### src/include/io_regs_cfg.svh
`ifndef IO_REGS_CFG_SVH
`define IO_REGS_CFG_SVH

// Register offsets in the I/O page
`define IO_OFS_SB   8'h01
`define IO_OFS_SC   8'h02
`define IO_OFS_DIV  8'h04
`define IO_OFS_TIMA 8'h05
`define IO_OFS_TMA  8'h06
`define IO_OFS_TAC  8'h07
`define IO_OFS_IF   8'h0F
`define IO_OFS_KEY1 8'h4D
`define IO_OFS_RP   8'h56
`define IO_OFS_IE   8'hFF

// Bits that always read back as one
`define IO_MASK_SB   8'h00
`define IO_MASK_SC   8'h7C
`define IO_MASK_KEY1 8'hFD
`define IO_MASK_RP   8'h3E
`define IO_MASK_TAC  8'hF8
`define IO_MASK_IF   8'hE0

`define IO_UNMAPPED_DATA 8'hFF
`define IO_RESET_BYTE    8'h00

// Divider and TIMA rate taps
`define IO_DIV_WIDTH 16
`define IO_TAP_SEL0  9
`define IO_TAP_SEL1  3
`define IO_TAP_SEL2  5
`define IO_TAP_SEL3  7
`define IO_IRQ_COUNT 5

`endif

### src/hdl/io_regs_pkg.sv
package io_regs_pkg;

   typedef logic [7:0] io_byte_t;
   typedef logic [7:0] io_ofs_t;

   // APB slave side
   typedef struct packed {
      logic     psel;
      logic     penable;
      logic     pwrite;
      io_ofs_t  paddr;
      io_byte_t pwdata;
   } apb_req_t;

   typedef struct packed {
      io_byte_t prdata;
      logic     pready;
      logic     pslverr;
   } apb_rsp_t;

   typedef enum logic [3:0] {
      SEL_SB, SEL_SC, SEL_DIV, SEL_TIMA, SEL_TMA, SEL_TAC,
      SEL_IF, SEL_KEY1, SEL_RP, SEL_IE, SEL_NONE
   } reg_sel_t;

   // TAC layout, low three bits live
   typedef struct packed {
      logic [4:0] unused;
      logic       enable;
      logic [1:0] rate;
   } tac_fields_t;

   typedef union packed {
      io_byte_t    raw;
      tac_fields_t tac;
   } io_byte_u;

   typedef struct packed {
      logic     valid;
      reg_sel_t sel;
      io_byte_u data;
   } reg_write_t;

   // Bit order matches the IF/IE registers
   typedef struct packed {
      logic joypad;
      logic serial;
      logic timer;
      logic lcdstat;
      logic vblank;
   } irq_vec_t;

endpackage

### src/hdl/io_bus_control.sv
`timescale 1ns/1ps
`include "io_regs_cfg.svh"

module io_bus_control (
   input  logic                    clock_in,
   input  logic                    synch_reset,
   input  io_regs_pkg::apb_req_t   apb_req,
   output io_regs_pkg::apb_rsp_t   apb_rsp,
   output io_regs_pkg::reg_write_t wr,
   input  io_regs_pkg::io_byte_t   div_rd,
   input  io_regs_pkg::io_byte_t   tima_rd,
   input  io_regs_pkg::io_byte_t   tma_rd,
   input  io_regs_pkg::io_byte_t   tac_rd,
   input  io_regs_pkg::io_byte_t   if_rd,
   input  io_regs_pkg::io_byte_t   ie_rd,
   input  io_regs_pkg::io_byte_t   sb_rd,
   input  io_regs_pkg::io_byte_t   sc_rd,
   input  io_regs_pkg::io_byte_t   key1_rd,
   input  io_regs_pkg::io_byte_t   rp_rd
);
   import io_regs_pkg::*;

   reg_sel_t sel;
   logic     setup_q;
   logic     access;
   logic     mapped;
   io_byte_t rd_byte;

   // Remembers a setup cycle so the access phase is only accepted after one
   always_ff @(posedge clock_in) begin
      if (synch_reset) begin
         setup_q <= 1'b0;
      end else begin
         setup_q <= apb_req.psel & ~apb_req.penable;
      end
   end

   assign access = apb_req.psel & apb_req.penable & setup_q;

   // ========================================
   // Address map
   // ========================================
   always_comb begin
      case (apb_req.paddr)
         `IO_OFS_SB:   sel = SEL_SB;
         `IO_OFS_SC:   sel = SEL_SC;
         `IO_OFS_DIV:  sel = SEL_DIV;
         `IO_OFS_TIMA: sel = SEL_TIMA;
         `IO_OFS_TMA:  sel = SEL_TMA;
         `IO_OFS_TAC:  sel = SEL_TAC;
         `IO_OFS_IF:   sel = SEL_IF;
         `IO_OFS_KEY1: sel = SEL_KEY1;
         `IO_OFS_RP:   sel = SEL_RP;
         `IO_OFS_IE:   sel = SEL_IE;
         default:      sel = SEL_NONE;
      endcase
   end

   assign mapped = (sel != SEL_NONE);

   // Read data mux, masks already applied by the owners
   always_comb begin
      case (sel)
         SEL_SB:   rd_byte = sb_rd;
         SEL_SC:   rd_byte = sc_rd;
         SEL_DIV:  rd_byte = div_rd;
         SEL_TIMA: rd_byte = tima_rd;
         SEL_TMA:  rd_byte = tma_rd;
         SEL_TAC:  rd_byte = tac_rd;
         SEL_IF:   rd_byte = if_rd;
         SEL_KEY1: rd_byte = key1_rd;
         SEL_RP:   rd_byte = rp_rd;
         SEL_IE:   rd_byte = ie_rd;
         default:  rd_byte = `IO_UNMAPPED_DATA;
      endcase
   end

   // ========================================
   // Outputs
   // ========================================
   always_comb begin
      wr.valid    = access & apb_req.pwrite & mapped;
      wr.sel      = sel;
      wr.data.raw = apb_req.pwdata;
   end

   // Zero wait states, no back-pressure
   always_comb begin
      apb_rsp.prdata  = rd_byte;
      apb_rsp.pready  = 1'b1;
      apb_rsp.pslverr = access & ~mapped;
   end

endmodule

### src/hdl/timer_unit.sv
`timescale 1ns/1ps
`include "io_regs_cfg.svh"

module timer_unit (
   input  logic                    clock_in,
   input  logic                    synch_reset,
   input  io_regs_pkg::reg_write_t wr,
   output io_regs_pkg::io_byte_t   div_rd,
   output io_regs_pkg::io_byte_t   tima_rd,
   output io_regs_pkg::io_byte_t   tma_rd,
   output io_regs_pkg::io_byte_t   tac_rd,
   output logic                    timer_irq
);
   import io_regs_pkg::*;

   logic [`IO_DIV_WIDTH-1:0] div_cnt;
   io_byte_t                 tima_q;
   io_byte_t                 tma_q;
   tac_fields_t              tac_q;
   logic                     tap_now;
   logic                     tap_q;
   logic                     tick;
   logic                     wr_div, wr_tima, wr_tma, wr_tac;

   assign wr_div  = wr.valid && (wr.sel == SEL_DIV);
   assign wr_tima = wr.valid && (wr.sel == SEL_TIMA);
   assign wr_tma  = wr.valid && (wr.sel == SEL_TMA);
   assign wr_tac  = wr.valid && (wr.sel == SEL_TAC);

   // ========================================
   // Divider and rate tap
   // ========================================
   always_ff @(posedge clock_in) begin
      if (synch_reset || wr_div) begin
         div_cnt <= '0;
      end else begin
         div_cnt <= div_cnt + 1'b1;
      end
   end

   always_comb begin
      case (tac_q.rate)
         2'd0:    tap_now = div_cnt[`IO_TAP_SEL0];
         2'd1:    tap_now = div_cnt[`IO_TAP_SEL1];
         2'd2:    tap_now = div_cnt[`IO_TAP_SEL2];
         default: tap_now = div_cnt[`IO_TAP_SEL3];
      endcase
   end

   always_ff @(posedge clock_in) begin
      if (synch_reset) begin
         tap_q <= 1'b0;
      end else begin
         tap_q <= tap_now;
      end
   end

   // Step on a falling tap edge
   assign tick = tac_q.enable & tap_q & ~tap_now;

   // ========================================
   // TIMA with reload from TMA
   // ========================================
   always_ff @(posedge clock_in) begin
      if (synch_reset) begin
         tima_q    <= `IO_RESET_BYTE;
         timer_irq <= 1'b0;
      end else begin
         timer_irq <= 1'b0;
         if (wr_tima) begin
            tima_q <= wr.data.raw;
         end else if (tick) begin
            if (tima_q == 8'hFF) begin
               tima_q    <= tma_q;
               timer_irq <= 1'b1;
            end else begin
               tima_q <= tima_q + 1'b1;
            end
         end
      end
   end

   always_ff @(posedge clock_in) begin
      if (synch_reset) begin
         tma_q <= `IO_RESET_BYTE;
         tac_q <= `IO_RESET_BYTE;
      end else begin
         if (wr_tma) tma_q <= wr.data.raw;
         if (wr_tac) begin
            tac_q.unused <= '0;
            tac_q.enable <= wr.data.tac.enable;
            tac_q.rate   <= wr.data.tac.rate;
         end
      end
   end

   assign div_rd  = div_cnt[`IO_DIV_WIDTH-1 -: 8];
   assign tima_rd = tima_q;
   assign tma_rd  = tma_q;
   assign tac_rd  = tac_q | `IO_MASK_TAC;

endmodule

### src/hdl/interrupt_unit.sv
`timescale 1ns/1ps
`include "io_regs_cfg.svh"

module interrupt_unit (
   input  logic                    clock_in,
   input  logic                    synch_reset,
   input  io_regs_pkg::reg_write_t wr,
   input  io_regs_pkg::irq_vec_t   irq_src,
   input  logic                    timer_irq,
   output io_regs_pkg::io_byte_t   if_rd,
   output io_regs_pkg::io_byte_t   ie_rd,
   output io_regs_pkg::irq_vec_t   irq_lines
);
   import io_regs_pkg::*;

   irq_vec_t if_q;
   irq_vec_t ie_q;
   irq_vec_t src_vec;
   irq_vec_t if_next;

   // Timer request comes from the timer, not the pins
   always_comb begin
      src_vec       = irq_src;
      src_vec.timer = timer_irq;
   end

   // Write first, then sources set on top of it
   always_comb begin
      if_next = if_q;
      if (wr.valid && (wr.sel == SEL_IF)) begin
         if_next = wr.data.raw[`IO_IRQ_COUNT-1:0];
      end
      if_next = if_next | src_vec;
   end

   always_ff @(posedge clock_in) begin
      if (synch_reset) begin
         if_q      <= '0;
         ie_q      <= '0;
         irq_lines <= '0;
      end else begin
         if_q      <= if_next;
         irq_lines <= if_q & ie_q;
         if (wr.valid && (wr.sel == SEL_IE)) begin
            ie_q <= wr.data.raw[`IO_IRQ_COUNT-1:0];
         end
      end
   end

   // Upper IF bits read one, upper IE bits read zero
   assign if_rd = {{(8-`IO_IRQ_COUNT){1'b0}}, if_q} | `IO_MASK_IF;
   assign ie_rd = {{(8-`IO_IRQ_COUNT){1'b0}}, ie_q};

endmodule

### src/hdl/misc_reg_bank.sv
`timescale 1ns/1ps
`include "io_regs_cfg.svh"

module misc_reg_bank (
   input  logic                    clock_in,
   input  logic                    synch_reset,
   input  io_regs_pkg::reg_write_t wr,
   output io_regs_pkg::io_byte_t   sb_rd,
   output io_regs_pkg::io_byte_t   sc_rd,
   output io_regs_pkg::io_byte_t   key1_rd,
   output io_regs_pkg::io_byte_t   rp_rd
);
   import io_regs_pkg::*;

   io_byte_t sb_q;
   io_byte_t sc_q;
   io_byte_t key1_q;
   io_byte_t rp_q;

   // Serial data/control, speed switch and IR port
   always_ff @(posedge clock_in) begin
      if (synch_reset) begin
         sb_q   <= `IO_RESET_BYTE;
         sc_q   <= `IO_RESET_BYTE;
         key1_q <= `IO_RESET_BYTE;
         rp_q   <= `IO_RESET_BYTE;
      end else if (wr.valid) begin
         case (wr.sel)
            SEL_SB:   sb_q   <= wr.data.raw;
            SEL_SC:   sc_q   <= wr.data.raw;
            SEL_KEY1: key1_q <= wr.data.raw;
            SEL_RP:   rp_q   <= wr.data.raw;
            default: begin
               sb_q <= sb_q;
            end
         endcase
      end
   end

   // ========================================
   // Read back with fixed ones
   // ========================================
   assign sb_rd   = sb_q   | `IO_MASK_SB;
   assign sc_rd   = sc_q   | `IO_MASK_SC;
   assign key1_rd = key1_q | `IO_MASK_KEY1;
   assign rp_rd   = rp_q   | `IO_MASK_RP;

endmodule

### src/hdl/io_regs_top.sv
`timescale 1ns/1ps

module io_regs_top (
   input  logic                  clock_in,
   input  logic                  synch_reset,
   input  io_regs_pkg::apb_req_t apb_req,
   output io_regs_pkg::apb_rsp_t apb_rsp,
   input  io_regs_pkg::irq_vec_t irq_src,
   output io_regs_pkg::irq_vec_t irq_lines
);
   import io_regs_pkg::*;

   reg_write_t wr;
   io_byte_t   div_rd, tima_rd, tma_rd, tac_rd;
   io_byte_t   if_rd, ie_rd;
   io_byte_t   sb_rd, sc_rd, key1_rd, rp_rd;
   logic       timer_irq;

   // ========================================
   // Bus side
   // ========================================
   io_bus_control io_bus_control_inst (
      .clock_in    (clock_in),
      .synch_reset (synch_reset),
      .apb_req     (apb_req),
      .apb_rsp     (apb_rsp),
      .wr          (wr),
      .div_rd      (div_rd),
      .tima_rd     (tima_rd),
      .tma_rd      (tma_rd),
      .tac_rd      (tac_rd),
      .if_rd       (if_rd),
      .ie_rd       (ie_rd),
      .sb_rd       (sb_rd),
      .sc_rd       (sc_rd),
      .key1_rd     (key1_rd),
      .rp_rd       (rp_rd)
   );

   // ========================================
   // Register owners
   // ========================================
   timer_unit timer_unit_inst (
      .clock_in    (clock_in),
      .synch_reset (synch_reset),
      .wr          (wr),
      .div_rd      (div_rd),
      .tima_rd     (tima_rd),
      .tma_rd      (tma_rd),
      .tac_rd      (tac_rd),
      .timer_irq   (timer_irq)
   );

   interrupt_unit interrupt_unit_inst (
      .clock_in    (clock_in),
      .synch_reset (synch_reset),
      .wr          (wr),
      .irq_src     (irq_src),
      .timer_irq   (timer_irq),
      .if_rd       (if_rd),
      .ie_rd       (ie_rd),
      .irq_lines   (irq_lines)
   );

   misc_reg_bank misc_reg_bank_inst (
      .clock_in    (clock_in),
      .synch_reset (synch_reset),
      .wr          (wr),
      .sb_rd       (sb_rd),
      .sc_rd       (sc_rd),
      .key1_rd     (key1_rd),
      .rp_rd       (rp_rd)
   );

endmodule

### config.mk
export PLATFORM = sky130hd
export DESIGN_NAME = io_regs_top
export DESIGN_NICKNAME = d
export VERILOG_FILES = /design/src/hdl/io_regs_pkg.sv /design/src/hdl/io_bus_control.sv /design/src/hdl/timer_unit.sv /design/src/hdl/interrupt_unit.sv /design/src/hdl/misc_reg_bank.sv /design/src/hdl/io_regs_top.sv
export VERILOG_INCLUDE_DIRS = /design/src /design/src/include
export SDC_FILE = /design/constraint.sdc
export NUM_CORES = 1
export LEC_CHECK = 0
export BUFFER_PORTS_ARGS = -buffer_cell sky130_fd_sc_hd__buf_2
export CAP_MARGIN = 25
export CORE_MARGIN = 2
export CORE_UTILIZATION = 45
export CTS_BUF_LIST = sky130_fd_sc_hd__clkbuf_8
export DETAILED_ROUTE_END_ITERATION = 7
export HOLD_SLACK_MARGIN = 0.1
export SLEW_MARGIN = 20
export SYNTH_ARGS = -nofsm -noshare
export SYNTH_HDL_FRONTEND = slang
export SYNTH_SLANG_ARGS = --single-unit
### constraint.sdc
create_clock -name clock_in -period 3.4 [get_ports clock_in]
set_input_delay 0.34 -clock clock_in [delete_from_list [all_inputs] [get_ports clock_in]]
set_output_delay 0.34 -clock clock_in [all_outputs]
set_load 0.02 [all_outputs]
After elaboration in Yosys (flattened, before gate mapping)
Cells that the tools add are included.
Widths: inputs -> output; s select.
- bitwise operators: 14
- mux-type cells: 8
- reductions and logical operators: 15
- $add $sub $neg: 2
- eq/ne operators: 23
- operators by type and width (operator ; number):
    $pmux 8 s10 ; 1
    $pmux 4 s10 ; 1
    $eq 8x3->1 const B ; 4
    $mux 8 ; 3
    $add 16x1->16 const B ; 1
    $eq 4x3->1 const B ; 4
    $eq 8x7->1 const B ; 2
    $eq 8x8->1 const B ; 2
    $add 8x1->8 const B ; 1
    $and 1x1->1 ; 8
    $eq 4x2->1 const B ; 2
    $eq 4x4->1 const B ; 2
    $eq 8x1->1 const B ; 1
    $eq 8x2->1 const B ; 1
    $eq 8x4->1 const B ; 1
    $reduce_and 2->1 ; 4
    $logic_and 1x1->1 ; 6
    $and 5x5->5 ; 1
    $mux 5 ; 1
    $or 5x5->5 ; 1
    $eq 4x1->1 const B ; 1
    $logic_not 4->1 ; 1
    $ne 4x4->1 const B ; 1
    $not 1->1 ; 4
    other kinds (8) ; 8
- flip-flop bits (word level): 79
- output and inout port bits: 15
- bits of input ports: 26
- word-level logic and storage cells: 89

Logic depth before layout (Yosys ltp)
- word-level depth: 7
- mapped depth: 9
- mapped depth without buffers: 7

Cells and area by module
From an unflattened synthesis, not the netlist that was laid out.
- cells, all modules: 535
- area, all modules: 4474.3 um^2
- modules (own cells, without submodules) (module ; cells an instance ; instances ; sequential area each (um^2) ; area an instance (um^2)):
    timer_unit ; 221 ; 1 ; 740.7 ; 1925.6
    io_bus_control ; 161 ; 1 ; 20.0 ; 1098.6
    misc_reg_bank ; 83 ; 1 ; 300.3 ; 805.8
    interrupt_unit ; 70 ; 1 ; 300.3 ; 644.4

Least setup slack after synthesis
Ideal clock, no wire load.
- kind: in2out
- start point: input port apb_req[9] (netlist name)
- end point: output port apb_rsp[6] (netlist name)
- stages on the path: 6
- arrival time: 2274 ps
- required time: 3060 ps
- slack: 786 ps
- path through: or4_1 a21oi_2 a21oi_4 buf_6 mux2i_1 o311ai_0
- RTL lines (what ; line ; text):
    start: declaration ; io_regs_top.sv:6 ; input io_regs_pkg::apb_req_t apb_req,
    end: declaration ; io_regs_top.sv:7 ; output io_regs_pkg::apb_rsp_t apb_rsp,

==> impl_results.md <==
* Initial DRT Pass Iterations at 5
* Setup CP Type: primary input to output port
* Hold Path Class: primary input to flop
* Worst-Skew Late Latency at 0.35 ns
* Seq/Total Area, Yosys at 0.3799
* Slowest cell on crit path: or4_1
* Hold Violations, Final at 0
* Syn_area_per_cell at 8.295 sq um
* DRT iter0 DRCs at 178
* Post-Place Setup Slack at 0.6656 ns
* I/O Buffers at 38
* Clock Path Buffers at 2
* Max_slew headroom at 0.4082
* Max FO, Critical Path at 15
* Max cap viols at 0
* IO Pins at 41
* Die H at 93.24 um
* CTS tree: yes
* Clock-pin slew on the worst setup and hold paths at 0.08 ns
* Via count at 3169
* CORE AREA at 7727 sq um
* Vias in the first global route at 3007
* CTS root buf: clkbuf_8
* Area Overhead vs Synth at 12.85%
* Cell Rows at 32
* Top FF cell, synth: dfxtp_1
* Hold depth at 2
* Combinational Power Share at 0.063
* Worst EP arrival at 2.40 ns
* Crit. path cell count at 8
* Post-synth ARST share at 0
* Worst path max stage delay at 0.56 ns
* Library cells used by synthesis at 56
* DR WL/cell at 16.31 um
* Peak VDD IR at 188.4 uV
* Critical-path cell list: buf_2 > or4_1 > a21oi_2 > a21oi_4 > mux2_2 > a22oi_1 > nand3_1 > buf_2
* Mapped Nets at 460
* CTS hold repair buffers at 0
* Vias per cell at 5.560
* Placer Congestion at 0.8880
* Cell-internal power at 1.269 mW
* Setup bufs post-CTS at 0
* Drt drc at 0
* Initial Utilization at 0.4637
* Post-route clock skew at 0.01274 ns
* DP HPWL at 6694 um
* Sequential Power Share at 0.485
* Sw frac at 0.2393
* Reg2reg path depth at 6
* Synth top area share at 0.3799
* Resized Gates After CTS at 0
* Seq cells post-synth at 68
* Most used cell, CP: buf_2
* Finish-stage setup viols at 0
* Worst setup margin at 0.6566 ns
* Mapped Cells at 432
* Post-DRT Antenna Nets at 0
* Period utilization at 0.8069
* Antenna cells at 0
* Largest net degree at the start of global routing at 34
* CTS buffer count at 9
* Synth warn at 0
* Status: finished clean
* Crit-path leading delay family: simple AND/OR/NAND/NOR gates
* Design Power at 1.668 mW
* CP Launch Type: primary input
* Clock power frac at 0.452
* Cell area power density at 412.4 nW/um^2
* Final Slew Violations at 0
* Largest cells by area after synthesis: dfxtp_1 (38%), mux2i_1 (8.1%), nor2_1 (7.2%), nand2_1 (5.2%), nand3_1 (3.1%)
* Die width at 93.24 um
* Synth cell count leaders: nor2_1 (69), dfxtp_1 (68), nand2_1 (50), mux2i_1 (29), nand3_1 (22)
* Mapped cell area at 3583 sq um
* Die Area at 8693 sq um
* Synth area leader: dfxtp_1
* FMAX at 364.5 MHz
* Setup_tns at 0 ns
* Layout cell share with drive strength beyond 1 at 0.1752
* Minimum clock period at 2.743 ns
* Static leakage at 1.460 nW
* Switch Pwr at 0.3991 mW
* Cell with the most instances after synthesis: nor2_1
* Crit end category: output port
* CTS sink cnt at 68
* CP Buf/Inv Count at 2
* Overflow after GRT at 0
* Worst Tran Pin Value at 0.8845 ns
* EDFF count, synth at 0
* Initial antenna violation count at 0
* Required @ worst endpoint at 3.06 ns
* Routed wire length at 9298 um
* # nets final at 491
* RSZ-0062 raised after global routing: no
* Global-route wire length before repair at 15380 um
* Gr usage total at 0.2274
* Htree depth at 3
-- layout make-up --
| cell class | instances | area [sq um] |
|---|---|---|
| Clock buffer | 10 | 137.6 |
| Inverter | 13 | 48.80 |
| Fill cell | 758 | 3684 |
| Timing Repair Buffer | 42 | 220.2 |
| Clock inverter | 6 | 87.58 |
| Sequential cell | 68 | 1361 |
| Tap cell | 102 | 127.6 |
| Multi-Input combinational cell | 329 | 2061 |
-- cell usage in the layout, fill, tap and decap left out, types with 7 or more instances in the layout --
cell      instances
a21oi_1          19
a22oi_1           8
and3_1            8
buf_2            38
clkbuf_8         10
dfxtp_1          68
inv_1            13
mux2i_1          29
nand2_1          50
nand3_1          22
nand4_1          10
nor2_1           69
nor3_1            7
o21ai_0          14
xnor2_1          10
xor2_1            7
-- state kept, by name (all words and copies together) (netlist names), 3 cells and up --
register / count
misc_reg_bank_inst.sc_q: 3
interrupt_unit_inst.ie_rd: 5
timer_unit_inst.tac_rd: 3
interrupt_unit_inst.if_rd: 5
timer_unit_inst.tima_rd: 8
timer_unit_inst.div_cnt: 16
interrupt_unit_inst.irq_lines: 5
misc_reg_bank_inst.sb_rd: 8
misc_reg_bank_inst.rp_q: 3
timer_unit_inst.tma_rd: 8
-- layer usage --
metal | up-vias | part of all wire | global-route usage
li1 | 1576 | - | -
met2 | 82 | 0.46 | 0.3645
met5 | - | 0 | 0
met1 | 1502 | 0.48 | 0.3113
met4 | 0 | 0.012 | 0.06373
met3 | 9 | 0.046 | 0.04512
-- kinds of logic after synthesis --
kind of cell / after synthesis / share of synthesized area
xor+xnor: 17 / 0.04155
compound gates: 73 / 0.1369
other cells: 1 / 0.001046
buf+inv: 35 / 0.04504
flops: 68 / 0.3799
mux: 38 / 0.1145
fa+ha+maj: 2 / 0.006982
simple gates: 198 / 0.2741
-- power by group through the flow --
stage	clock network, mW	registers (mW)	logic, mW
after floorplan	0	0.826	0.0654
after global placement	0	0.827	0.104
after detailed placement	0	0.827	0.105
after CTS	0.767	0.808	0.105
after global routing	0.800	0.809	0.117
final	0.754	0.808	0.105
-- worst paths after layout --
| path | from | to | slack, ns |
|---|---|---|---|
| worst max register to register | timer_unit_inst.tac_rd[0] | timer_unit_inst.tima_rd[0] | 1.04 |
| worst max-delay path | apb_req[9] | apb_rsp[4] | 0.66 |
| worst min-delay path | apb_req[17] | io_bus_control_inst.setup_q | 0.18 |
| worst min register to register | interrupt_unit_inst.ie_rd[1] | interrupt_unit_inst.irq_lines[1] | 0.45 |
-- stage by stage --
step	cells	area, sq um	utilization	hold WS [ns]
floorplan	432	3583	-	0.4108
global placement	554	3819	0.4942	0.4252
detailed placement	554	3819	0.4942	0.4371
CTS	570	4044	0.5233	0.1703
global route	570	4044	0.5233	0.1734
finish	570	4044	0.5233	0.1796
-- worst reg2reg max path: cells and delay by family (launching register included) --
| family | cells | cell delay [ns] |
|---|---|---|
| and+or+nand+nor | 2 | 0.85 |
| DFF | 1 | 0.41 |
| AOI/OAI and AO/OA | 3 | 0.47 |
| muxes | 1 | 0.55 |
No activity file was read; power rests on OpenSTA's default activity.
